`src/opl3_reg_pkg.sv`:
```
`default_nettype none

// register file side definitions: geometry and write port
package opl3_reg_pkg;

    localparam int NUM_BANKS        = 2;    // opl3 has two register arrays
    localparam int NUM_REG_PER_BANK = 256;  // full 8-bit index space per bank

    typedef logic       reg_bank_t;         // bank number
    typedef logic [7:0] reg_index_t;        // register index within a bank
    typedef logic [7:0] reg_data_t;         // register contents

    // single register write, bank and index taken from the pointer
    typedef struct packed {
        reg_bank_t  bank;                   // target bank
        reg_index_t index;                  // target register
        reg_data_t  data;                   // byte to store
    } reg_write_t;

endpackage

`default_nettype wire

```
`src/opl3_reg_file.sv`:
```
`timescale 1ns/1ps
`default_nettype none

module opl3_reg_file (
    input  wire                          clk,
    input  wire                          reset,
    input  wire opl3_reg_pkg::reg_write_t reg_wr,
    input  wire                          reg_wr_valid,
    input  wire opl3_reg_pkg::reg_bank_t  rd_bank,
    input  wire opl3_reg_pkg::reg_index_t rd_index,
    output opl3_reg_pkg::reg_data_t      rd_data
);
    import opl3_reg_pkg::*;

    reg_data_t regs [NUM_BANKS][NUM_REG_PER_BANK];  // both banks of registers

    always_ff @(posedge clk) begin
        if (reset) begin
            // whole file cleared, engine starts from silence
            for (int b = 0; b < NUM_BANKS; b++) begin
                for (int i = 0; i < NUM_REG_PER_BANK; i++) begin
                    regs[b][i] <= '0;
                end
            end
        end else if (reg_wr_valid) begin
            regs[reg_wr.bank][reg_wr.index] <= reg_wr.data;  // write on every pulse
        end
    end

    // read port for the synthesis engine, no latency
    assign rd_data = regs[rd_bank][rd_index];

endmodule

`default_nettype wire

```
`config.mk`:
```
export PLATFORM = sky130hd
export DESIGN_NAME = opl3_reg_file
export DESIGN_NICKNAME = d
export VERILOG_FILES = /design/src/opl3_reg_pkg.sv /design/src/opl3_reg_file.sv
export SDC_FILE = /design/constraint.sdc
export NUM_CORES = 2
export LEC_CHECK = 0
export BUFFER_PORTS_ARGS = -buffer_cell sky130_fd_sc_hd__buf_2
export CAP_MARGIN = 20
export CORE_ASPECT_RATIO = 0.5
export CORE_MARGIN = 1.5
export CORE_UTILIZATION = 35
export CTS_BUF_LIST = sky130_fd_sc_hd__clkbuf_8 sky130_fd_sc_hd__clkbuf_16
export DETAILED_ROUTE_END_ITERATION = 8
export PLACE_DENSITY = 0.5
export SLEW_MARGIN = 20
export SYNTH_ARGS = -nofsm -noshare
export SYNTH_HDL_FRONTEND = slang
export SYNTH_SLANG_ARGS = --single-unit
```
`constraint.sdc`:
```
create_clock -name clk -period 6.2 [get_ports clk]
set_input_delay 0.31 -clock clk [delete_from_list [all_inputs] [get_ports clk]]
set_output_delay 0.31 -clock clk [all_outputs]
set_load 0.02 [all_outputs]
```
==> results.json <==
{
  "ys_seq_area_share_pct": 68.6,
  "yosysUniqueCellTypes": 67,
  "powerDensity_mw_per_mm2": 315,
  "yosys.area_share.adder_pct": 0,
  "grtUsageTotal_pct": 24.4,
  "drive_above_1_share_pct": 16.1,
  "crit_type": "input port to output port",
  "hold_slack_ps": 160,
  "gr-usage-met3_pct": 5.42,
  "maxSlewHeadroom_pct": 12.5,
  "worstMarginPinSlew_ps": 1310,
  "wire_per_inst_um": 36.2,
  "post_cts_buffers": 0,
  "dp_hpwl_um": 376000,
  "antenna_left": 0,
  "yosys-mux-area-fraction_pct": 12.6,
  "area_growth_pct": 11.2,
  "rows": 185,
  "cp_max_fo": 90,
  "synthSimpleGateAreaFrac_pct": 10.0,
  "cts_resized": 0,
  "drt-pass1-iter-count": 8,
  "synth-compound-area-share_pct": 5.23,
  "cts_buffers": 401,
  "slew_violations": 0,
  "clk_pin_slew_ps": 70,
  "finalCriticalPeriod_ps": 5690,
  "critPathSlowestCell": "nor4_1",
  "p_leak_nw": 74.1,
  "finalHoldViolCount": 0,
  "cp_num_cells": 11,
  "synth-edff-count": 4096,
  "via_count": 109886,
  "overflow": 0,
  "gp_congestion": 0.884,
  "seq_area_mm2": 0.123,
  "start_util_pct": 35.2,
  "die_width_um": 1010,
  "post_drt_via_cell_ratio": 6.11,
  "antenna_found_initial": 74,
  "coreArea_mm2": 0.509,
  "cts_root_buf": "clkbuf_16",
  "drt_wl_total_um": 651000,
  "synth_xor_area_share_pct": 0,
  "final_common_cell": "edfxtp_1",
  "dr.first_iter.drc_count": 16439,
  "ctsHoldBuffers": 8,
  "cpMostUsedCell": "buf_12",
  "tns_ps": 0,
  "synth_flop_cell": "edfxtp_1",
  "io_pins": 37,
  "grt_max_degree": 145,
  "port_buffers": 36,
  "htree_levels": 5,
  "fmax_ghz": 0.176,
  "cts_tree": "yes",
  "clkSinkCount": 4096,
  "crit_required_ps": 5890,
  "dieArea_mm2": 0.517,
  "fp.dieH_um": 509,
  "hold_path.class": "input port to flip-flop",
  "use_met2_pct": 37.8,
  "top_regs": "regs: 4096 flops",
  "layout_common_cells": "4096 x edfxtp_1, 2051 x and3_1, 691 x mux4_2",
  "regMostFlops": "regs",
  "grt_setup_unrepaired": "no",
  "syn_area_mm2": 0.179,
  "nets": 10829,
  "avgSynthCellArea_um2": 15.9,
  "cp_data_arrival_time_ps": 5380,
  "min_path_cells": 2,
  "fin_crit_sh_pct": 91.7,
  "cpLargestDelayFamily": "simple AND/OR/NAND/NOR gates",
  "max-cap-violations": 0,
  "finalSetupViolCount": 0,
  "grt_pass1_vias": 106501,
  "syn-instance-count": 11253,
  "worstPathCellList": "buf_12 -> buf_12 -> buf_4 -> mux2i_1 -> o22ai_1 -> o221ai_1 -> nor4_1 -> nand3_1 -> nand4_1 -> and4b_1 -> buf_2",
  "drc": 0,
  "ys_seq_elements": 4096,
  "synth_warnings": 0,
  "grt_pass1_wl_um": 893000,
  "start_kind": "input port",
  "clock_path_buffers": 4,
  "synth_top_family_by_area": "multiplexers",
  "fillers": 46254,
  "cp-end-kind": "output port",
  "largest_reg_flops": 4096,
  "grt.busiest_layer": "met2",
  "use_met1_pct": 34.9,
  "async_flop_share_pct": 0,
  "cp_slowest_stage_delay_ps": 1020,
  "cp_num_buf_inv": 4,
  "synthesis.nets": 11282,
  "multi_input_area_mm2": 0.0505,
  "ir_drop_uv": 219,
  "status": "finished, final reports clean"
}
cells in the mapped netlist, drive strengths merged, types with 17 or more instances:
cell type     n  share of area, %
clkbuf      958               2.0
o31ai        23             0.096
a2111oi      22              0.11
o21ai        92              0.26
a21oi       390               1.1
nand2b       25             0.087
o2bb2ai      17             0.083
mux4        695               8.7
mux2i       687               3.8
buf         335               1.5
and2         48              0.17
o221ai      264               1.3
nand4        41              0.14
a21o        268               1.1
nor3        198              0.60
edfxtp     4096                69
and3       2051               7.2
a211oi       55              0.23
nand3        50              0.14
nor2        411              0.86
o22ai       171              0.60
nor4         99              0.39
nand2       136              0.28
path summary, 6_finish.rpt:
check	start	end	slack, ps
max	rd_bank	rd_data[3]	510
min	reset	regs[0][147]	160
cells by family (layout without fill, tap and decap cells):
kind of cell    Yosys count  count (layout)
buf+inv                1296            1152
other cells               0              42
mux                    1392            1392
flops                  4096            4096
simple gates           3101            3101
compound gates         1368            1368
layer usage:
layer,part of all wire (%),vias to the layer above
met5,0.011,-
met4,2.5,10
met3,9.9,863
met2,45,6058
met1,42,58808
li1,-,44147
where the power goes:
group / leakage (nW) / total (mW) / internal, mW / switching (mW)
sequential: 38.7 / 33.2 / 32.7 / 0.522
combinational: 29.0 / 5.64 / 1.67 / 3.97
clock: 6.37 / 24.0 / 13.0 / 11.0
total: 74.1 / 62.8 / 47.3 / 15.5
final cells by class:
type / count / area share, %
Antenna cell: 42 / 0.0528
Clock buffer: 409 / 5.14
Clock inverter: 303 / 1.04
Inverter: 3 / 0.0119
Multi-Input combinational cell: 5861 / 25.4
Sequential cell: 4096 / 61.7
Tap cell: 6825 / 4.29
Timing Repair Buffer: 437 / 2.36
per-stage QoR:
stage               power [mW]  utilization (%)  worst slack, ps  std cells  instance area (µm²)
floorplan                 36.8                -             1270      11253               179000
global placement          39.3             36.7              670      17211               187000
detailed placement        39.4             36.7              730      17211               187000
CTS                       62.9             39.1              724      17931               199000
global route              64.3             39.1              429      17945               199000
finish                    62.8             39.1              514      17976               199000
No activity file was read; power rests on OpenSTA's default activity.
