## src/opl3_reg_pkg.sv

```systemverilog
`default_nettype none

// register file side definitions: geometry and write port
package opl3_reg_pkg;

    localparam int NUM_BANKS        = 2;    // opl3 has two register arrays
    localparam int NUM_REG_PER_BANK = 256;  // full 8-bit index space per bank

    typedef logic       reg_bank_t;         // bank number
    typedef logic [7:0] reg_index_t;        // register index within a bank
    typedef logic [7:0] reg_data_t;         // register contents

    // single register write, bank and index taken from the pointer
    typedef struct packed {
        reg_bank_t  bank;                   // target bank
        reg_index_t index;                  // target register
        reg_data_t  data;                   // byte to store
    } reg_write_t;

endpackage

`default_nettype wire

```

## src/opl3_host_pkg.sv

```systemverilog
`default_nettype none

// host bus side definitions: bus widths, access kinds, captured access
package opl3_host_pkg;

    localparam int SYNC_STAGES = 2;     // flop depth of every synchronizer

    typedef logic [7:0] host_data_t;    // host data bus and status byte
    typedef logic [1:0] host_addr_t;    // bit 0 addr/data mode, bit 1 bank

    // sorted access, taken once per cs assertion
    typedef enum logic [1:0] {
        ACC_NONE,                       // illegal strobe combination, dropped
        ACC_ADDR_WR,                    // select bank and register index
        ACC_DATA_WR,                    // write byte at current pointer
        ACC_STATUS_RD                   // snapshot status onto dout
    } access_kind_t;

    // one captured access as issued by the capture stage
    typedef struct packed {
        access_kind_t kind;             // what the host asked for
        host_addr_t   addr;             // address bus at cs edge
        host_data_t   data;             // din at cs edge
    } host_access_t;

endpackage

`default_nettype wire
```

## src/reg_write_decoder.sv

```systemverilog
`timescale 1ns/1ps
`default_nettype none

module reg_write_decoder (
    input  wire                          clk,
    input  wire                          reset,
    input  wire opl3_host_pkg::host_access_t access,
    input  wire                          access_valid,
    output opl3_reg_pkg::reg_write_t     reg_wr,
    output logic                         reg_wr_valid
);
    import opl3_host_pkg::*;
    import opl3_reg_pkg::*;

    reg_bank_t  ptr_bank;               // bank picked by last address write
    reg_index_t ptr_index;              // register picked by last address write
    logic       is_data_wr;

    assign is_data_wr = access_valid && (access.kind == ACC_DATA_WR);

    // pointer and write pulse
    always_ff @(posedge clk) begin
        if (reset) begin
            ptr_bank     <= '0;
            ptr_index    <= '0;
            reg_wr_valid <= 1'b0;
        end else begin
            reg_wr_valid <= is_data_wr;         // one write per data access
            if (access_valid && access.kind == ACC_ADDR_WR) begin
                ptr_bank  <= access.addr[1];    // bank from address bit 1
                ptr_index <= reg_index_t'(access.data);
            end
        end
    end

    // pointer kept as is, repeated data writes hit the same register
    always_ff @(posedge clk) begin
        if (is_data_wr) begin
            reg_wr.bank  <= ptr_bank;
            reg_wr.index <= ptr_index;
            reg_wr.data  <= reg_data_t'(access.data);
        end
    end

endmodule

`default_nettype wire

```

## config.mk

```make
export PLATFORM = sky130hd
export DESIGN_NAME = reg_write_decoder
export DESIGN_NICKNAME = d
export VERILOG_FILES = /design/src/opl3_reg_pkg.sv /design/src/opl3_host_pkg.sv /design/src/reg_write_decoder.sv
export SDC_FILE = /design/constraint.sdc
export NUM_CORES = 1
export LEC_CHECK = 0
export BUFFER_PORTS_ARGS = -buffer_cell sky130_fd_sc_hd__buf_4
export CAP_MARGIN = 20
export CORE_ASPECT_RATIO = 0.9
export CORE_MARGIN = 2
export CORE_UTILIZATION = 24
export CTS_CLUSTER_SIZE = 24
export DETAILED_ROUTE_END_ITERATION = 7
export GPL_TIMING_DRIVEN = 0
export SLEW_MARGIN = 20
export SYNTH_ARGS = -nofsm -noshare
export SYNTH_HDL_FRONTEND = slang
export SYNTH_SLANG_ARGS = --single-unit
```

## constraint.sdc

```tcl
create_clock -name clk -period 2.5 [get_ports clk]
set_clock_uncertainty 0.2 [all_clocks]
set_input_delay 0.5 -clock clk [delete_from_list [all_inputs] [get_ports clk]]
set_output_delay 0.5 -clock clk [all_outputs]
set_load 0.005 [all_outputs]
```

## Word level (Yosys, flattened, before mapping)

Index checks and enable logic that the tools add are counted.

| storage, ports and cells | value |
|---|---|
| bits in registers | 27 |
| input port bits | 15 |
| output and inout port bits | 18 |
| logic and storage cells | 10 |

| operators by class | value |
|---|---|
| reduce and logical (&&, ||, !) cells | 2 |
| equal/unequal tests | 2 |

Operator list:

| cell | count |
|---|---|
| $eq 2x1->1 const B | 1 |
| $eq 2x2->1 const B | 1 |
| $logic_and 1x1->1 | 2 |

## Logic depth before layout (Yosys ltp)

| logic depth | value |
|---|---|
| depth after elaboration | 2 |
| mapped depth | 4 |
| depth with buffers taken out | 2 |

## Worst setup path before layout

No wires, ideal clock.

| path | value |
|---|---|
| path type | input port to flip-flop |
| start point | input access_valid |
| end point | register reg_wr[0] (netlist name), enable pin |
| library setup time | 391 ps |
| data arrival time | 1,295 ps |
| buffers on the path | 0 |
| required time | 1,909 ps |
| path slack | 614 ps |
| stages on the path | 2 |
| cell sequence | nand2_1 -> nor2_1 |

| between the ends | value |
|---|---|
| word-level cells in the longest chain between the ends | 1 |

Ends and longest elaborated chain:

| what | RTL line | source |
|---|---|---|
| start: declaration | reg_write_decoder.sv:8 | `input wire access_valid,` |
| $logic_and 1x1->1 | reg_write_decoder.sv:19 | `assign is_data_wr = access_valid && (access.kind == ACC_DATA_WR);` |
| via is_data_wr | reg_write_decoder.sv:17 | `logic is_data_wr;` |
| end: declaration | reg_write_decoder.sv:9 | `output opl3_reg_pkg::reg_write_t reg_wr,` |

The timed path passes the listed nets, and every way through them passes these cells.
A chain may end at the register's enable or synchronous reset.

## Worst setup path after layout

| path | value |
|---|---|
| start point | input access_valid |
| end point | register reg_wr[8] (netlist name), enable pin |

The elaborated chain is that of the path after synthesis.

==> out/summary.txt <==
Outcome - completed
Post-synthesis cell type count - 10
Post-cts sizing count - 0
Site Rows - 21
Die width - 70.74 um
Startpoint types - primary input
Via/cell ratio - 4.028
Initial DRC Count - 31
Final ANT Viol Nets - 0
CP delay by family, top - simple AND/OR/NAND/NOR gates
Mapped Area - 962.2 um2
Die area - 4532 um2
First-pass GRT wire length - 2.718 mm
Sequential area share after synthesis - 73.86%
Setup Buffers After CTS - 0
Max FO, Critical Path - 17
Most frequent cells in the layout - buf_4 (30), nand2b_1 (18), edfxtp_1 (17)
CP max stage delay - 0.68 ns
Leakage - 0.4888 nW
Final Max Tran Viols - 0
ANT cells - 0
Pin count of the biggest net entering global routing - 18
Final min period - 1.626 ns
Final hold vios - 0
TNS Setup - 0 ns
Share of cells above drive strength 1 - 40.00%
I/O pins - 33
# Max-Cap Violations - 0
Setup ws final - 0.8735 ns
CP max stage cell - nor2_2
Synth Instances - 61
Initial antenna violation count - 0
First-pass DRT Iterations - 4
Synth Register Bits - 27
Yosys top cell by area - edfxtp_1
Routed WL - 1.739 mm
Setup Crit Path Kind - primary input to flop
Syn-to-layout area delta - 34.72%
R2R Path End - ptr_bank
CTS root buffer - clkbuf_8
Crit path DAT - 1.33 ns
CP Cell Sequence - buf_4, nand2_1, nor2_2
Clock buffer depth - 2
Top cell type's share of synthesized area - 53.06%
Top cells by area, synth - edfxtp_1 (53%), dfxtp_1 (21%), nand2b_1 (12%)
Max-slew headroom - 40.56%
Peak supply drop - 348.8 uV
Most common cell after layout, fill and taps aside - buf_4
Starting Density - 25.43%
Total grt overflow - 0
Worst-Skew Late Latency - 0.27 ns
I/O Buffers - 30
Tcrit/Tclk final - 65.06%
CORE AREA - 3784 um2
Wire per inst - 12.33 um
Worst R2R Start - ptr_bank
FF-to-FF setup slack - 1.70 ns
Clock-pin slew on the worst setup and hold paths - 0.09 ns
Hold/Removal Path Class - primary input to flop
Place WS - 0.5574 ns
Synth Net Count - 76
Total track usage - 8.092%
Via count - 568
Hold endpoint - reg_wr[6]
Yosys warns - 0
DIE HEIGHT - 64.07 um
CTS Buf Count - 3
Residual DRC - 0
WP buf/inv - 1
R2R depth - 2
Worst path required time - 2.20 ns
RD Place Congestion - 0.6502
Hold path start - access[6]
PwrDens - 624.2 nW/um2
Final setup fails - 0
Crit end category - flop
Vias in the first global route - 555
Avg Inst Size Synth - 15.77 um2
Achievable frequency - 0.6148 GHz
Unrepaired setup endpoints after global routing - false
Hold path cells - 1
Hold_buf cts - 0
Clk sinks - 27
TritonCTS clock tree - done
H-Tree Depth - 1
Layout net count - 111
Worst-margin pin slew - 0.8906 ns
[routing by layer]
| metal | track usage, % | routed length, um |
|---|---|---|
| met3 | 4.574 | 177 |
| met4 | 0.7075 | 0 |
| met2 | 13.20 | 823 |
| met1 | 9.722 | 738 |
| met5 | 0 | 0 |
[flip-flops by register name, indices dropped and copies added (netlist names)]
name and flops:
reg_wr_valid 1, ptr_index 8, ptr_bank 1, reg_wr 17
[cell usage after synthesis]
master and n:
and3b_1 1, mux2i_1 9, buf_2 1, nand2b_1 18
nor3_1 1, nand2_1 1, nor2_1 1, edfxtp_1 17
dfxtp_1 10, buf_6 2
[metrics by stage]
| stage | utilization [%] | cell area, um2 | instances | hold WS [ns] | power (mW) |
|---|---|---|---|---|---|
| 5_1_grt | 34.26 | 1296 | 141 | 0.1894 | 0.8454 |
| 3_5_place_dp | 32.97 | 1247 | 137 | 0.2182 | 0.5719 |
| 3_3_place_gp | 32.90 | 1245 | 137 | 0.2149 | 0.5689 |
| 4_1_cts | 34.26 | 1296 | 141 | 0.1999 | 0.8219 |
| 6_report | 34.26 | 1296 | 141 | 0.2098 | 0.8091 |
| 2_1_floorplan | - | 962.2 | 61 | 0.2093 | 0.5308 |
[cells by family (layout without fill, tap and decap cells)]
logic type	Yosys count	in the layout	share of synthesized area, %
muxes	9	9	9.363
and+or+nand+nor	22	22	13.91
buffers and inverters	3	37	2.860
DFF	27	27	73.86
[how the worst max path moves through the flow]
| stage | start | to | slack, ns | cells after the start |
|---|---|---|---|---|
| 2_1_floorplan | access_valid | reg_wr[0] | 0.61 | 2 |
| 3_3_place_gp | access_valid | reg_wr[1] | 0.21 | 3 |
| 3_5_place_dp | access_valid | reg_wr[1] | 0.56 | 3 |
| 4_1_cts | access_valid | reg_wr[12] | 0.85 | 3 |
| 5_1_grt | access_valid | reg_wr[0] | 0.79 | 3 |
| 6_report | access_valid | reg_wr[8] | 0.87 | 3 |
[layout make-up]
class / instances / area (um2)
Fill cell: 399 / 2487
Sequential cell: 27 / 710.7
Multi-Input combinational cell: 31 / 226.5
Timing Repair Buffer: 30 / 225.2
Tap cell: 46 / 57.56
Clock buffer: 3 / 41.29
Buffer: 3 / 27.53
Clock inverter: 1 / 7.507
[power breakdown]
group	switching [mW]	total, mW	leakage [nW]	internal (mW)
logic	0.0263	0.0645	0.232	0.0382
registers	0.00501	0.495	0.236	0.490
clock network	0.137	0.250	0.0217	0.113
total	0.168	0.809	0.489	0.641
No activity file was read; power rests on OpenSTA's default activity.
