## config.mk

```make
export PLATFORM = sky130hd
export DESIGN_NAME = host_strobe_capture
export DESIGN_NICKNAME = d
export VERILOG_FILES = /design/src/opl3_host_pkg.sv /design/src/host_strobe_capture.sv /design/src/synchronizer.sv
export SDC_FILE = /design/constraint.sdc
export NUM_CORES = 1
export LEC_CHECK = 0
export BUFFER_PORTS_ARGS = -buffer_cell sky130_fd_sc_hd__buf_2
export CELL_PAD_IN_SITES_DETAIL_PLACEMENT = 0
export CELL_PAD_IN_SITES_GLOBAL_PLACEMENT = 1
export CORE_MARGIN = 4
export CORE_UTILIZATION = 46
export DETAILED_ROUTE_END_ITERATION = 8
export PLACE_DENSITY = 0.9
export SLEW_MARGIN = 20
export SYNTH_ARGS = -nofsm -noshare
export SYNTH_HDL_FRONTEND = slang
export SYNTH_HIERARCHICAL = 1
export SYNTH_SLANG_ARGS = --single-unit
```

## constraint.sdc

```tcl
create_clock -name clk -period 2.8 [get_ports clk]
set_input_delay 0.14 -clock clk [delete_from_list [all_inputs] [get_ports clk]]
set_output_delay 0.14 -clock clk [all_outputs]
set_load 0.03 [all_outputs]
```

## src/opl3_host_pkg.sv

```systemverilog
`default_nettype none

// host bus side definitions: bus widths, access kinds, captured access
package opl3_host_pkg;

    localparam int SYNC_STAGES = 2;     // flop depth of every synchronizer

    typedef logic [7:0] host_data_t;    // host data bus and status byte
    typedef logic [1:0] host_addr_t;    // bit 0 addr/data mode, bit 1 bank

    // sorted access, taken once per cs assertion
    typedef enum logic [1:0] {
        ACC_NONE,                       // illegal strobe combination, dropped
        ACC_ADDR_WR,                    // select bank and register index
        ACC_DATA_WR,                    // write byte at current pointer
        ACC_STATUS_RD                   // snapshot status onto dout
    } access_kind_t;

    // one captured access as issued by the capture stage
    typedef struct packed {
        access_kind_t kind;             // what the host asked for
        host_addr_t   addr;             // address bus at cs edge
        host_data_t   data;             // din at cs edge
    } host_access_t;

endpackage

`default_nettype wire
```

## src/host_strobe_capture.sv

```systemverilog
`timescale 1ns/1ps
`default_nettype none

module host_strobe_capture (
    input  wire                         clk,
    input  wire                         reset,
    input  wire                         cs_n,
    input  wire                         rd_n,
    input  wire                         wr_n,
    input  wire opl3_host_pkg::host_addr_t address,
    input  wire opl3_host_pkg::host_data_t din,
    output opl3_host_pkg::host_access_t access,
    output logic                        access_valid,
    output logic                        ack_host
);
    import opl3_host_pkg::*;

    localparam int BUS_W = $bits(host_addr_t) + $bits(host_data_t);  // address and din

    typedef enum logic [1:0] {
        IDLE,                           // armed, waiting for cs edge
        ISSUE,                          // classified access pending
        WAIT_RELEASE                    // hold off until host drops cs
    } capture_state_t;

    capture_state_t   state;
    logic [2:0]       strobe_sync;      // {cs, rd, wr}, active high after sync
    logic [BUS_W-1:0] bus_sync;         // {address, din} after sync
    host_addr_t       addr_sync;
    host_data_t       din_sync;
    logic             cs_prev;          // edge register on synced cs
    logic             cs_rise;
    access_kind_t     kind_next;

    // strobes inverted first so the reset value of zero means idle
    synchronizer #(
        .WIDTH(3)
    ) strobe_sync_inst (
        .clk   (clk),
        .reset (reset),
        .in    ({~cs_n, ~rd_n, ~wr_n}),
        .out   (strobe_sync)
    );

    synchronizer #(
        .WIDTH(BUS_W)
    ) bus_sync_inst (
        .clk   (clk),
        .reset (reset),
        .in    ({address, din}),
        .out   (bus_sync)
    );

    assign addr_sync = bus_sync[BUS_W-1 -: $bits(host_addr_t)];
    assign din_sync  = bus_sync[$bits(host_data_t)-1:0];
    assign cs_rise   = strobe_sync[2] & ~cs_prev;  // cs assertion edge

    // sort the access by the rd/wr pair and the write mode bit
    always_comb begin
        case ({strobe_sync[1], strobe_sync[0]})
            2'b01:   kind_next = addr_sync[0] ? ACC_DATA_WR : ACC_ADDR_WR;
            2'b10:   kind_next = ACC_STATUS_RD;  // any read returns status
            default: kind_next = ACC_NONE;      // both or neither strobe
        endcase
    end

    always_ff @(posedge clk) begin
        if (reset) begin
            state        <= IDLE;
            cs_prev      <= 1'b0;
            access_valid <= 1'b0;
            ack_host     <= 1'b0;
        end else begin
            cs_prev      <= strobe_sync[2];
            access_valid <= 1'b0;               // pulses by default
            ack_host     <= 1'b0;
            case (state)
                IDLE: begin
                    if (cs_rise) begin
                        // ACC_NONE skips the issue and gets no ack
                        state <= (kind_next != ACC_NONE) ? ISSUE : WAIT_RELEASE;
                    end
                end
                ISSUE: begin
                    access_valid <= 1'b1;       // one access per cs assertion
                    ack_host     <= 1'b1;
                    state        <= WAIT_RELEASE;
                end
                WAIT_RELEASE: begin
                    if (!strobe_sync[2]) begin
                        state <= IDLE;          // re-arm once cs released
                    end
                end
                default: state <= IDLE;
            endcase
        end
    end

    // payload latched on the edge and held until the next access
    always_ff @(posedge clk) begin
        if (state == IDLE && cs_rise) begin
            access.kind <= kind_next;
            access.addr <= addr_sync;
            access.data <= din_sync;
        end
    end

endmodule

`default_nettype wire

```

## src/synchronizer.sv

```systemverilog
`timescale 1ns/1ps
`default_nettype none

module synchronizer #(
    parameter int WIDTH = 1             // bits carried through the chain
) (
    input  wire              clk,
    input  wire              reset,
    input  wire  [WIDTH-1:0] in,        // sampled from outside the clk domain
    output logic [WIDTH-1:0] out        // safe to use in the clk domain
);
    import opl3_host_pkg::*;

    logic [SYNC_STAGES-1:0][WIDTH-1:0] stage;  // stage 0 is the metastable one

    always_ff @(posedge clk) begin
        if (reset) begin
            stage <= '0;
        end else begin
            stage <= {stage[SYNC_STAGES-2:0], in};  // shift one stage per clock
        end
    end

    assign out = stage[SYNC_STAGES-1];  // last stage only

endmodule

`default_nettype wire

```

Word-level counts from Yosys, hierarchy flattened
Cells that the tools add are included.

Equal/unequal tests: 6. Multiplexer cells: 7. Bitwise gates (word level): 5. Reductions and logical operators: 4.

Operators with widths (number): 2-bit 2-to-1 mux (4); 2-bit one-hot mux with 3 select lines (1); 2-bit by 1-bit == test with 1-bit output (second input constant) (2); 2-bit == test (second input constant) (2); 2-bit inequality test (second input constant) (2); 1-bit NOT (4); 2-bit one-hot mux with 2 select lines (1); 2-bit zero test (1); 2-bit AND reduction (1); 2-bit nonzero test (1); 1-bit AND (1); 1-bit logical AND (1); 1-bit 2-to-1 mux (1).

Register bits after elaboration: 42. Input port bits: 15. Output and inout port bits: 14. Logic and storage cells: 32.

Depth between registers and ports, before layout
Depth in word-level cells: 6. Gate-level depth with buffers: 5. Depth with buffers taken out: 4.

Cells and area by module
Netlist, hierarchy kept.

By module, submodules not included: synchronizer (bus_sync_inst) (times used 1, cells each 52, area each 693.2 um^2, seq. area each 400.4 um^2); host_strobe_capture (times used 1, cells each 38, area each 593.1 um^2, seq. area each 440.4 um^2); synchronizer (strobe_sync_inst) (times used 1, cells each 15, area each 180.2 um^2, seq. area each 120.1 um^2).

Worst setup path after synthesis
Ideal clock, no wire load.

Path type: register to register. From: register state[1]. To: register access[0] in the netlist's numbering, enable pin. Setup time: 0.391 ns. Arrival time: 1.176 ns. Data required time: 2.409 ns. Slack: 1.234 ns. Cell stages (with the launch flop): 2. Path buffers: 0. Period minus slack after synthesis: 1.566 ns. Path through: dfxtp_1 -> nor4b_2.

Cells in the longest elaborated chain, start to end: 2.

RTL lines: start, declared (line host_strobe_capture.sv:26) `capture_state_t state;`; start signal, assigned (line host_strobe_capture.sv:81) `state <= (kind_next != ACC_NONE) ? ISSUE : WAIT_RELEASE;`; 2-bit zero test (line host_strobe_capture.sv:101) `if (state == IDLE && cs_rise) begin`; 1-bit logical AND (line host_strobe_capture.sv:101); end, declared (line host_strobe_capture.sv:12) `output opl3_host_pkg::host_access_t access,`.

No other way between the ends. A chain may end at the register's enable or synchronous reset.

Final worst setup path
From: register strobe_sync_inst.stage, in the netlist strobe_sync_inst/out[0]. To: register state[1].

Cells in the longest elaborated chain, start to end: 6. Elaborated cells on any way between the ends: 7. Those cells by class: eq/ne: 2; mux: 4; reduce/logical: 1.

RTL lines: start, declared (line synchronizer.sv:14) `logic [SYNC_STAGES-1:0][WIDTH-1:0] stage;`; start signal, assigned (line synchronizer.sv:20) `stage <= {stage[SYNC_STAGES-2:0], in};`; 2-bit == test / 2-bit by 1-bit == test with 1-bit output (equally long branches) (line host_strobe_capture.sv:60) `case ({strobe_sync[1], strobe_sync[0]})`; 2-bit one-hot mux with 2 select lines (*) (line host_strobe_capture.sv:60); 2-bit nonzero test (*) (line host_strobe_capture.sv:81); 2-bit 2-to-1 mux (*) (line host_strobe_capture.sv:81); 2-bit 2-to-1 mux (*) (line host_strobe_capture.sv:79) `if (cs_rise) begin`; 2-bit one-hot mux with 3 select lines (*) (line host_strobe_capture.sv:77) `case (state)`.

Mark *: on every way between the ends. The rest lies on a longest branch, timed or not. The select of a mux whose other input is x is not followed.

==> impl_metrics.env <==
export IMPL_outcome="completed"
export IMPL_syn_area_um2=1470
export IMPL_netlist_instances=105
export IMPL_nets=145
export IMPL_synthToLayoutAreaGrowth_pct=12.5
export IMPL_multi_input_area_um2=355
export IMPL_grt_ovfl_total=0
export IMPL_drtAntennaViolNets=0
export IMPL_yosysWarnings=6
export IMPL_worstPathMaxFanout=4
export IMPL_vdd_drop_max_mv=0.409
export IMPL_yosysMostFrequentCell="dfxtp_1"
export IMPL_drv_slew=0
export IMPL_async_reset_ff_frac=0
export IMPL_r2r_start="strobe_sync_inst/out[0]"
export IMPL_worstSetupStartpointType="flop"
export IMPL_cts_root_buf="clkbuf_4"
export IMPL_dieHeight_um=64.5
export IMPL_drive_gt1_frac=0.473
export IMPL_finalSetupViolations=0
export IMPL_gp_congestion=0.668
export IMPL_place_hpwl_um=1240
export IMPL_fmax_mhz=796
export IMPL_cts_max_path_buffers=2
export IMPL_dieArea_um2=4160
export IMPL_clk_latency_ns=0.34
export IMPL_finalSetupTns_ns=0
export IMPL_clk_pin_slew_ns=0.12
export IMPL_hold_path_class="input pin to flop"
export IMPL_synth_xor_area_share=0
export IMPL_htree_num_levels=2
export IMPL_dr_pass1_iters=4
export IMPL_critPathLaunch="strobe_sync_inst/out[0]"
export IMPL_portBuffers=28
export IMPL_synthTopCellsByArea="dfxtp_1 (41%), edfxtp_1 (25%), nor2b_2 (9.6%), buf_4 (7.2%), nor2b_4 (3.8%)"
export IMPL_whs_ns=0.0118
export IMPL_grt_max_degree=31
export IMPL_synth_compound_area_frac=0.0171
export IMPL_power_density_nw_per_um2=655
export IMPL_drt_iter0_drc=10
export IMPL_synth_top_family_by_area="simple AND/OR/NAND/NOR gates"
export IMPL_cp_required_ns=3.04
export IMPL_r2r_setup_slack_ns=1.54
export IMPL_synth_common_cells="dfxtp_1 (30), nor2b_2 (16), buf_4 (14), edfxtp_1 (12), nor2b_1 (7)"
export IMPL_endpoint_kind="flop"
export IMPL_skew_ns=0.00698
export IMPL_fill_cells=258
export IMPL_grt_pass1_vias=682
export IMPL_diodes=0
export IMPL_initial_utilization=0.480
export IMPL_min_period_over_period=0.449
export IMPL_synth_top_cell_by_area="dfxtp_1"
export IMPL_synth_top_area_share=0.410
export IMPL_slew_headroom=0.474
export IMPL_pin_count=29
export IMPL_synth_simple_gate_area_frac=0.208
export IMPL_synth_cell_type_count=17
export IMPL_layout_min_cycle_time_ns=1.26
export IMPL_cts_sinks=42
export IMPL_design_core_area_um2=3050
export IMPL_worstHoldStart="address[1]"
export IMPL_p_leak_uw=0.000701
export IMPL_arrival_ns=1.50
export IMPL_synth_area_per_cell_um2=14.0
export IMPL_hold_violations=0
export IMPL_grt_usage=0.0934
export IMPL_drv_cap=0
export IMPL_grt_setup_unrepaired="no"
export IMPL_dr_total_vias=688
export IMPL_synthFlopType="dfxtp_1"
export IMPL_crit_type="flop to flop"
export IMPL_cts_resized=0
export IMPL_drc_errors=0
export IMPL_antenna_found_initial=0
export IMPL_grt_pass1_wl_um=2880
export IMPL_tritoncts="built"
export IMPL_post_cts_buffers=0
export IMPL_post_drt_wl_per_cell_um=10.2
export IMPL_wl_um=1770
export IMPL_register_area_um2=961
export IMPL_synth_fp_nets=122
export IMPL_die_x_um=64.5
export IMPL_synthAdderAreaFrac=0.0171
export IMPL_muxShareOfSynthArea=0
export IMPL_tightest_slew_ns=0.789
export IMPL_num_rows=20
export IMPL_yosysSeqAreaShare=0.655
export IMPL_cts_buffers=5
export IMPL_post_route_util=0.540
export IMPL_ys_seq_elements=42
export IMPL_routed_via_density=3.98
export IMPL_synth_edf_count=12
-- through the flow --
| stage | power (µW) | cells | setup WS [ns] | cell area, µm² |
|---|---|---|---|---|
| floorplan | 716 | 105 | 1.23 | 1470 |
| global placement | 722 | 162 | 1.61 | 1540 |
| detailed placement | 725 | 162 | 1.55 | 1540 |
| CTS | 1090 | 171 | 1.53 | 1630 |
| global route | 1120 | 173 | 1.47 | 1650 |
| finish | 1080 | 173 | 1.54 | 1650 |
-- critical path, stage by stage, from the launching register on --
cell and delay, ns:
dfxtp_1 0.36, inv_1 0.05, ha_1 0.34, nand2b_1 0.09
a2111oi_2 0.34
-- cell usage in the layout, fill, tap and decap left out, types with 2 or more instances in the layout --
| cell | n |
|---|---|
| clkbuf_4 | 5 |
| buf_2 | 28 |
| nor2b_2 | 16 |
| a21oi_1 | 2 |
| dlygate4sd3_1 | 3 |
| nor2_1 | 3 |
| nor2b_1 | 7 |
| dfxtp_1 | 30 |
| inv_1 | 6 |
| edfxtp_1 | 12 |
| nand2b_1 | 2 |
| clkinv_2 | 2 |
| nor2b_4 | 4 |
| ha_1 | 2 |
-- final cells by class --
class                           count  area share
Tap cell                           44      0.0334
Timing Repair Buffer               32       0.108
Inverter                            6      0.0137
Clock inverter                      3      0.0243
Sequential cell                    42       0.583
Multi-Input combinational cell     41       0.215
Clock buffer                        5      0.0228
-- power breakdown --
part / internal, µW / switching, µW / leakage, µW
Sequential: 646 / 5.96 / 0.000371
Combinational: 31.5 / 29.8 / 0.000285
Clock: 185 / 181 / 0.0000450
-- final timing paths --
check,end,cells after the start
max reg2reg,state[1],4
min,bus_sync_inst/stage[9],2
max,state[1],4
min reg2reg,access[1],0
-- kinds of logic after synthesis --
group	count (synthesis)
AO/OA/AOI/OAI	3
flip-flops	42
buffers and inverters	22
adder cells (fa/ha/maj)	2
AND/OR/NAND/NOR	36
-- routing by layer --
metal  GRT usage  up-vias  wire (µm)
li1            -      361          -
met1       0.103      300        745
met2       0.149       23        896
met3      0.0243        4         93
met4      0.0792        0         31
met5           0        -          0
-- timing repair --
item | 4_1_cts | 5_1_grt
setup endpoints to repair | 0 | 0
endpoints found under the hold margin | 1 | 2
hold buffers | 1 | 2
-- flip-flops by register name (all words and copies together), names as in the netlist --
| name | count |
|---|---|
| access | 12 |
| bus_sync_inst/out | 10 |
| bus_sync_inst/stage | 10 |
| strobe_sync_inst/out | 3 |
| strobe_sync_inst/stage | 3 |
| state | 2 |
| ack_host | 1 |
| cs_prev | 1 |
(Power assumes the default switching activity.)
