[src/opl3_host_pkg.sv]
`default_nettype none

// host bus side definitions: bus widths, access kinds, captured access
package opl3_host_pkg;

    localparam int SYNC_STAGES = 2;     // flop depth of every synchronizer

    typedef logic [7:0] host_data_t;    // host data bus and status byte
    typedef logic [1:0] host_addr_t;    // bit 0 addr/data mode, bit 1 bank

    // sorted access, taken once per cs assertion
    typedef enum logic [1:0] {
        ACC_NONE,                       // illegal strobe combination, dropped
        ACC_ADDR_WR,                    // select bank and register index
        ACC_DATA_WR,                    // write byte at current pointer
        ACC_STATUS_RD                   // snapshot status onto dout
    } access_kind_t;

    // one captured access as issued by the capture stage
    typedef struct packed {
        access_kind_t kind;             // what the host asked for
        host_addr_t   addr;             // address bus at cs edge
        host_data_t   data;             // din at cs edge
    } host_access_t;

endpackage

`default_nettype wire
[src/status_read_port.sv]
`timescale 1ns/1ps
`default_nettype none

module status_read_port (
    input  wire                          clk,
    input  wire                          reset,
    input  wire opl3_host_pkg::host_data_t   status,
    input  wire opl3_host_pkg::host_access_t access,
    input  wire                          access_valid,
    output opl3_host_pkg::host_data_t    dout
);
    import opl3_host_pkg::*;

    host_data_t status_sync;            // status two clocks old

    // bits need no coherence, a plain vector sync is enough
    synchronizer #(
        .WIDTH($bits(host_data_t))
    ) status_sync_inst (
        .clk   (clk),
        .reset (reset),
        .in    (status),
        .out   (status_sync)
    );

    always_ff @(posedge clk) begin
        if (reset) begin
            dout <= '0;
        end else if (access_valid && access.kind == ACC_STATUS_RD) begin
            dout <= status_sync;        // snapshot, held until next read
        end
    end

endmodule

`default_nettype wire

[src/synchronizer.sv]
`timescale 1ns/1ps
`default_nettype none

module synchronizer #(
    parameter int WIDTH = 1             // bits carried through the chain
) (
    input  wire              clk,
    input  wire              reset,
    input  wire  [WIDTH-1:0] in,        // sampled from outside the clk domain
    output logic [WIDTH-1:0] out        // safe to use in the clk domain
);
    import opl3_host_pkg::*;

    logic [SYNC_STAGES-1:0][WIDTH-1:0] stage;  // stage 0 is the metastable one

    always_ff @(posedge clk) begin
        if (reset) begin
            stage <= '0;
        end else begin
            stage <= {stage[SYNC_STAGES-2:0], in};  // shift one stage per clock
        end
    end

    assign out = stage[SYNC_STAGES-1];  // last stage only

endmodule

`default_nettype wire

[config.mk]
export PLATFORM = sky130hd
export DESIGN_NAME = status_read_port
export DESIGN_NICKNAME = d
export VERILOG_FILES = /design/src/opl3_host_pkg.sv /design/src/status_read_port.sv /design/src/synchronizer.sv
export SDC_FILE = /design/constraint.sdc
export NUM_CORES = 1
export LEC_CHECK = 0
export BUFFER_PORTS_ARGS = -buffer_cell sky130_fd_sc_hd__buf_2
export CAP_MARGIN = 20
export CORE_MARGIN = 1.5
export CORE_UTILIZATION = 40
export CTS_BUF_LIST = sky130_fd_sc_hd__clkbuf_16
export CTS_CLUSTER_SIZE = 12
export DETAILED_ROUTE_END_ITERATION = 6
export GPL_TIMING_DRIVEN = 0
export HOLD_SLACK_MARGIN = 0.05
export PLACE_DENSITY = 0.62
export SLEW_MARGIN = 20
export SYNTH_ARGS = -nofsm -noshare
export SYNTH_HDL_FRONTEND = slang
export SYNTH_HIERARCHICAL = 1
export SYNTH_SLANG_ARGS = --single-unit
[constraint.sdc]
create_clock -name clk -period 0.8 [get_ports clk]
set_input_delay 0 -clock clk [delete_from_list [all_inputs] [get_ports clk]]
set_output_delay 0 -clock clk [all_outputs]
set_load 0.02 [all_outputs]
Yosys cells after proc, flatten, opt, wreduce, memory -nomap -nowiden. Index checks and enable logic that the tools add are counted.

Register bits after elaboration: 24. Bits of input ports: 23. Output and inout port bits: 8. Word-level logic and storage cells: 5.

Equal/unequal tests: 1. Reduce and logical (&&, ||, !) cells: 1.

Operators with widths (count): equality test 2 bit, second input constant (1); logical AND 1 bit (1).

Longest topological paths before layout. Gate-level depths: netlist of the first run.

Depth after elaboration: 2. Depth in mapped cells: 3. Depth with buffers taken out: 2.

Hierarchy. Netlist of the first run, hierarchy kept.

By module, submodules not included: synchronizer (times used 1, cells each 41, area an instance 524.3 sq um, sequential area each 320.3 sq um); status_read_port (times used 1, cells each 35, area an instance 367.9 sq um, sequential area each 160.2 sq um).

Worst setup path after synthesis of the first run. OpenSTA, ideal clock, no wires.

Path type: reg2reg. Start: register, netlist name dout[0]. End: register dout[0]. Arrival: 0.589 ns. Required time: 0.728 ns. Setup slack: 0.139 ns. Cell stages (with the launch flop): 3. Period minus slack after synthesis: 0.661 ns. Cells stage by stage: dfxtp_1 > nand2b_1 > mux2i_1.

RTL lines: to (signal assigned) (RTL line status_read_port.sv:30) `dout <= status_sync;`; to (decl) (RTL line status_read_port.sv:10) `output opl3_host_pkg::host_data_t dout`.

Worst setup path in the final report of the first run.
Start: register dout[5]. End: output port dout[5].

No word-level cell between the ends.

==> results of run 1 <==
registers in the layout, indices dropped and copies added, names as in the netlist:
register / count
dout: 8
status_sync_inst/out: 8
status_sync_inst/stage: 8
stage by stage:
stage	util [%]	area, sq um	std cells	total power (uW)
CTS	58.6	1180	135	2510
global placement	50.7	1030	123	1430
floorplan	-	892	76	1390
global route	58.6	1180	135	2580
finish	58.6	1180	135	2470
detailed placement	50.7	1030	123	1440
synth_stat cells (all sizes together):
master  number
and3         1
nand2b      16
mux2i        8
nor2b       10
buf         10
dfxtp       24
and2b        6
clkbuf       1
placed cells by master (no fill, tap or decap):
| cell | instances |
|---|---|
| dlygate4sd3_1 | 8 |
| buf_2 | 20 |
| clkbuf_2 | 1 |
| buf_4 | 8 |
| dfxtp_1 | 24 |
| clkbuf_16 | 3 |
| nor2b_2 | 7 |
| buf_6 | 2 |
| nor2b_1 | 3 |
| clkinv_1 | 1 |
| and3_4 | 1 |
| and2b_2 | 6 |
| mux2i_1 | 8 |
| nand2b_1 | 16 |
per-layer routing:
layer / vias to the layer above / wire, um / global-route usage (%) / share of wire, %
met1: 236 / 543 / 11.3 / 48
li1: 290 / - / - / -
met3: 0 / 72 / 2.68 / 6.4
met2: 17 / 518 / 17.3 / 46
met4: 0 / 0 / 4.17 / 0
met5: - / 0 / 0 / 0
logic make-up after synthesis:
logic type / Yosys count
buffers and inverters: 11
flip-flops: 24
multiplexers: 8
AND/OR/NAND/NOR: 33
layout make-up:
class | count | share of cell area [%]
Clock inverter | 1 | 0.317
Tap cell | 27 | 2.85
Sequential cell | 24 | 40.5
Timing Repair Buffer | 28 | 15.2
Buffer | 11 | 7.39
Clock buffer | 3 | 6.34
Multi-Input combinational cell | 41 | 27.3
path summary, 6_finish.rpt:
check / start / end / slack [ps] / cells past startpoint
setup / recovery: dout[5]$_SDFFE_PP0P_ / dout[5] / 60 / 1
hold / removal: reset / status_sync_inst/out[7]$_SDFF_PP0_ / 160 / 2
setup reg to reg: status_sync_inst/out[1]$_SDFF_PP0_ / dout[1]$_SDFFE_PP0P_ / 140 / 3
hold reg to reg: status_sync_inst/stage[4]$_SDFF_PP0_ / status_sync_inst/out[4]$_SDFF_PP0_ / 440 / 1
repair_timing:
item                                   in CTS  in global routing
gates resized for setup                     0                  0
endpoints found under the hold margin       8                  0
hold buffers                                8                  0
where the power goes:
group,switching (uW),internal [uW]
combinational,62.3,128
sequential,9.77,1240
clock,370,666
==> out/results.ini, run 1 <==
[logic_synthesis]
synth_top_area_share_pct=53.9
syn_area_per_cell_sq_um=11.7
yosys.cell_types.count=10
muxShareOfSynthArea_pct=8.98
synth_top_family_by_area=simple AND/OR/NAND/NOR gates
synth_fa_ha_area_share_pct=0
ys_top_cells_by_area=dfxtp_1 54%, nand2b_1 11%, mux2i_1 9.0%
syn_nets=99
syn_area_sq_um=892
synthXorXnorAreaFrac_pct=0
synthCells=76
synth_top_cell_by_area=dfxtp_1
synth_compound_area_share_pct=0
synth_seq_cells=24
yosys.area_share.simple_pct=27.3
yosysSeqAreaShare_pct=53.9
yosys_warnings=6

[layout]
fillerInstances=178
area_delta_synth_final_pct=32.8
nNetsFinal=132
multiInputGateArea_sq_um=324
seq_area_sq_um=480
antenna-diode-count=0
drive_gt1_share_pct=44.4

[drt]
wl_per_cell_um=8.39
first_pass_iters=3
drc=0
num_vias=543
drt-initial-drc-count=4
ant_nets=0
via_per_inst=4.02
routed_wl_mm=1.13

[clock_tree]
cts_tree=done
htreeDepth=1
cts_buffer_depth=2
postCtsSetupBuffers=0
clockRootBuffer=clkbuf_16
numCtsBuffers=3
clk_pin_slew_ps=60
clock-sinks=24
clkLatencyLatePin_ps=250

[critical_path]
cp_cell_sequence=buf_2
crit_slowest_cell=dfxtp_1
start_kind=flip-flop
critPathKind=reg -> out
path_max_fanout=2
max_stage_delay_ps=330
cp-end-kind=output port
critPathArrivalTime_ps=740
crit_required_ps=800
critical-path-top-delay-family=flip-flops
path_buf_inv=1

[global_route]
grt_pass1_wl_mm=1.89
grt_max_degree=15
gr-usage-all-layers_pct=9.94
antenna_found_initial=0
overflow=0
grt_pass1_vias=487

[die]
ios=31
core_sq_um=2020
start_util_pct=44.1
rows=16
die_w_um=50.2
dieArea_sq_um=2520
dieHeight_um=50.2

[timing]
max-slew-margin-rel_pct=87.5
holdWs_ps=158
setup_viol=0
timing.fmax_ghz=1.34
rsz0062_at_grt=false
setup_slack_ps=56.1
fin_crit_ps=744
finalHoldViolCount=0
skew_ps=1.22
setup_tns_ps=0
tightest_slew_ps=187
finalCritPeriodShare_pct=93.0
drv_slew=0

[power]
ir_worst_vdd_v=0.00155
power.density_nw_per_um2=2090
power.leakage_uw=0.000525

[outcome]
status=finished, final reports clean

[place]
io_buffers=20
dpl_worst_slack_ps=54.6
hpwl_um=752
place_congestion=0.634

[hold_path]
min_path_type=in -> reg

[job]
maxCapViolations=0

Power figures use the tool's default switching activity.
==> run 2, diff against run 1 <==
--- a/config.mk
+++ b/config.mk
@@ -13,7 +13,7 @@
 export CTS_CLUSTER_SIZE = 12
 export DETAILED_ROUTE_END_ITERATION = 6
 export GPL_TIMING_DRIVEN = 0
-export HOLD_SLACK_MARGIN = 0.05
+export HOLD_SLACK_MARGIN = 0.06
 export PLACE_DENSITY = 0.62
 export SLEW_MARGIN = 20
 export SYNTH_ARGS = -nofsm -noshare
==> constraint.sdc (replaced) <==
create_clock -name clk -period 0.8 [get_ports clk]
set_input_delay 0.2 -clock clk [delete_from_list [all_inputs] [get_ports clk]]
set_output_delay 0.2 -clock clk [all_outputs]
set_load 0.02 [all_outputs]
==> run 2 against run 1 <==
Net effect: the run now ends with negative setup slack left; critical path depth unchanged; critical path type unchanged; first-iteration DRC count unchanged; sequential power about the same; final area up 0.84%; fmax down 17%.
==> out/results.ini, run 2 (same netlist as run 1, synthesis figures left out) <==
[outcome]
status=complete, but fails checks
violations=negative setup slack

[timing]
finalCritPeriodShare_pct=112
setup_viol=8
drv_slew=0
timing.fmax_ghz=1.12
setup_slack_ps=-96.2
max-slew-margin-rel_pct=87.4
fin_crit_ps=896
finalHoldViolCount=0
skew_ps=1.18
tightest_slew_ps=189
rsz0062_at_grt=true

[drt]
wl_per_cell_um=8.50
num_vias=518
routed_wl_mm=1.11
drt-initial-drc-count=4
drc=0
via_per_inst=3.95
ant_nets=0
first_pass_iters=2

[power]
power.leakage_uw=0.000522
ir_worst_vdd_v=0.00152
power.density_nw_per_um2=2050

[layout]
multiInputGateArea_sq_um=324
fillerInstances=180
finalInstanceArea_sq_um=1190
seq_area_sq_um=490
nNetsFinal=128
area_delta_synth_final_pct=33.9
drive_gt1_share_pct=57.7
final_cell_mix=16 x nand2b_1, 16 x dfxtp_1, 12 x buf_2, 12 x buf_4, 10 x buf_6
antenna-diode-count=0

[clock_tree]
clkLatencyLatePin_ps=250
numCtsBuffers=3
clock-sinks=24
ctsHoldBuffers=0
htreeDepth=1
cts_buffer_depth=2
clk_pin_slew_ps=60
clockRootBuffer=clkbuf_16
cts_tree=done

[die]
die_w_um=50.2
rows=16
start_util_pct=44.1
dieArea_sq_um=2520
dieHeight_um=50.2
ios=31
core_sq_um=2020

[critical_path]
start_kind=flip-flop
cp-end-kind=output port
path_buf_inv=1
max_stage_delay_ps=340
critPathKind=reg -> out
cp_cell_sequence=buf_6
crit_required_ps=600
critical-path-top-delay-family=flip-flops
critPathArrivalTime_ps=700
crit_slowest_cell=dfxtp_2
path_max_fanout=2

[place]
dpl_worst_slack_ps=-145
place_congestion=0.634
placed_area_sq_um=1030
io_buffers=20
hpwl_um=752

[global_route]
antenna_found_initial=0
grt_max_degree=15
grt_pass1_wl_mm=1.86
gr-usage-all-layers_pct=9.75
overflow=0
grt_pass1_vias=474

[hold_path]
min_path_type=in -> reg

[job]
maxCapViolations=0

[run 2: changes by cell type in the layout (fill, tap and decap cells not counted), sizes merged]
cell,delta
buf,+4
dlygate4sd3,-8
[run 2: worst paths after layout]
check	from	to	slack [ps]	cells after the start
setup / recovery	dout[5]$_SDFFE_PP0P_	dout[5]	-100	1
hold / removal	status[3]	status_sync_inst/stage[3]$_SDFF_PP0_	150	2
setup reg to reg	dout[6]$_SDFFE_PP0P_	dout[6]$_SDFFE_PP0P_	120	3
hold reg to reg	status_sync_inst/stage[4]$_SDFF_PP0_	status_sync_inst/out[4]$_SDFF_PP0_	440	1
[run 2: metal layers]
metal	vias to the layer above	share of wire, %	track usage [%]
li1	283	-	-
met1	218	49	11.7
met5	-	0	0
met4	0	0	4.17
met2	17	45	16.2
met3	0	6.3	2.68
[run 2: layout make-up]
cell class | instances | area share [%]
multi-input cells | 41 | 27.1
flip-flops and latches | 24 | 41.0
clock inverters | 1 | 0.314
plain buffers | 11 | 7.33
clock buffers | 3 | 6.28
well taps | 27 | 2.83
repair buffers | 24 | 15.1
[run 2: per-stage QoR]
| stage | util [%] | total power [uW] | hold WS, ps | setup TNS [ps] | std cells |
|---|---|---|---|---|---|
| after floorplan | - | 1390 | 328 | 0 | 76 |
| after global placement | 50.7 | 1430 | 410 | -1040 | 123 |
| after detailed placement | 50.7 | 1440 | 412 | -1110 | 123 |
| after CTS | 58.0 | 2490 | 154 | -774 | 128 |
| after global routing | 59.1 | 2560 | 165 | -894 | 131 |
| final | 59.1 | 2450 | 154 | -731 | 131 |
[run 2: timing repair]
item                                    CTS  global route
buffers inserted                          1             3
gates resized for setup                  24             0
endpoints found under the setup margin    8             8
[run 2: power by group]
part / switching (uW) / internal (uW)
Sequential: 10.9 / 1240
Combinational: 58.7 / 111
Clock: 369 / 666
==> run 3, diff against run 2 <==
--- a/config.mk
+++ b/config.mk
@@ -8,13 +8,13 @@
 export BUFFER_PORTS_ARGS = -buffer_cell sky130_fd_sc_hd__buf_2
 export CAP_MARGIN = 20
 export CORE_MARGIN = 1.5
-export CORE_UTILIZATION = 40
+export CORE_UTILIZATION = 47
 export CTS_BUF_LIST = sky130_fd_sc_hd__clkbuf_16
 export CTS_CLUSTER_SIZE = 12
 export DETAILED_ROUTE_END_ITERATION = 6
 export GPL_TIMING_DRIVEN = 0
 export HOLD_SLACK_MARGIN = 0.06
-export PLACE_DENSITY = 0.62
+export PLACE_DENSITY = 0.72
 export SLEW_MARGIN = 20
 export SYNTH_ARGS = -nofsm -noshare
 export SYNTH_HDL_FRONTEND = slang
==> run 3 against run 2 <==
Net effect: final area decreased by 1.5%; cell count decreased by 3.1%; combinational power about the same; sequential share of layout area increased by 0.61 points; die area decreased by 14%; fmax about the same; clock power about the same; the run still ends with negative setup slack left; highest routed layer is now met4; clock skew about the same; utilization increased by 8.4 points.
==> out/results.ini, run 3 (same netlist as run 1, synthesis figures left out) <==
[outcome]
status=complete, but fails checks
violations=negative setup slack

[timing]
skew_ps=1.11
rsz0062_at_grt=true
holdWs_ps=153
drv_slew=0
finalCritPeriodShare_pct=112
setup_viol=8
max-slew-margin-rel_pct=87.4
timing.fmax_ghz=1.12
finalHoldViolCount=0
tightest_slew_ps=190
fin_crit_ps=895
setup_slack_ps=-95.5

[layout]
drive_gt1_share_pct=56.9
layout.cells.non_filler=127
seq_area_sq_um=490
final_cell_mix=16 x nand2b_1, 16 x dfxtp_1, 12 x buf_2, 10 x buf_6, 10 x buf_4
fillerInstances=147
postLayoutCoreUtil_pct=67.5
finalInstanceArea_sq_um=1180
nNetsFinal=126
antenna-diode-count=0
area_delta_synth_final_pct=32.0
multiInputGateArea_sq_um=324

[drt]
first_pass_iters=3
routed_wl_mm=1.09
ant_nets=0
drc=0
num_vias=517
drt-initial-drc-count=1
wl_per_cell_um=8.58
via_per_inst=4.07

[critical_path]
start_kind=flip-flop
path_max_fanout=2
path_depth=1
ff2ff_path_depth=3
rrSetupSlack_ps=130
crit_required_ps=600
crit_end=dout[2]
critPathKind=reg -> out
cp_cell_sequence=buf_6
crit_slowest_cell=dfxtp_2
critical-path-top-delay-family=flip-flops
path_buf_inv=1
crit_start=dout[2]$_SDFFE_PP0P_
cp-end-kind=output port
r2r-end=dout[6]$_SDFFE_PP0P_
critPathArrivalTime_ps=700
max_stage_delay_ps=320
r2r_start=dout[6]$_SDFFE_PP0P_

[power]
ir_worst_vdd_v=0.00132
power.leakage_uw=0.000512
power.density_nw_per_um2=2090

[place]
place_congestion=0.681
hpwl_um=765
placed_area_sq_um=1020
io_buffers=20
dpl_worst_slack_ps=-143
placedCellCount=121

[hold_path]
min_path_type=in -> reg

[clock_tree]
clkLatencyLatePin_ps=250
clockRootBuffer=clkbuf_16
cts_buffer_depth=2
htreeDepth=1
ctsHoldBuffers=0
clk_pin_slew_ps=60
clock-sinks=24
cts_tree=done
numCtsBuffers=3

[die]
die_w_um=46.6
core_sq_um=1750
ios=31
start_util_pct=51.1
rows=15
dieHeight_um=46.6
dieArea_sq_um=2170

[global_route]
grt_pass1_wl_mm=1.71
grt_max_degree=15
grt_pass1_vias=432
antenna_found_initial=0
overflow=0
gr-usage-all-layers_pct=12.0

[job]
maxCapViolations=0

run 3: changes by cell type in the layout (fill, tap and decap cells not counted), sizes merged:
cell,before,now
buf,34,32
run 3: metrics by stage:
step,TNS [ps],total power (uW)
after CTS,-789,2490
after detailed placement,-1070,1440
after global routing,-890,2550
final,-740,2460
after floorplan,0,1390
after global placement,-933,1430
run 3: power by group:
part	internal [uW]	switching [uW]
Combinational	110	58.9
Sequential	1240	10.6
Clock	666	380
run 3: metal layers:
| metal | GRT usage (%) | vias up | routed length [um] |
|---|---|---|---|
| met1 | 12.0 | 216 | 505 |
| met5 | 0 | - | 0 |
| met2 | 20.0 | 18 | 486 |
| met3 | 3.53 | 5 | 63 |
| li1 | - | 278 | - |
| met4 | 10.3 | 0 | 35 |
run 3: area by class of cell:
| class | count | share of cell area [%] |
|---|---|---|
| Clock buffer | 3 | 6.38 |
| Clock inverter | 1 | 0.319 |
| Buffer | 11 | 7.44 |
| Sequential cell | 24 | 41.7 |
| Timing Repair Buffer | 22 | 14.0 |
| Multi-Input combinational cell | 41 | 27.5 |
| Tap cell | 25 | 2.66 |
run 3: worst min-delay path by stage:
stage              start                              endpoint  slack [ps]  depth (start not counted)
6_report       status[3]  status_sync_inst/stage[3]$_SDFF_PP0_         150                          2
5_1_grt        status[2]  status_sync_inst/stage[2]$_SDFF_PP0_         150                          2
4_1_cts        status[3]  status_sync_inst/stage[3]$_SDFF_PP0_         150                          2
3_5_place_dp   status[2]  status_sync_inst/stage[2]$_SDFF_PP0_         410                          2
3_3_place_gp   status[2]  status_sync_inst/stage[2]$_SDFF_PP0_         410                          2
2_1_floorplan  status[3]  status_sync_inst/stage[3]$_SDFF_PP0_         330                          1
run 3: repair_timing:
| action | 4_1_cts | 5_1_grt |
|---|---|---|
| resized for setup | 24 | 0 |
| setup buffers | 0 | 2 |
| setup endpoints to repair | 8 | 8 |
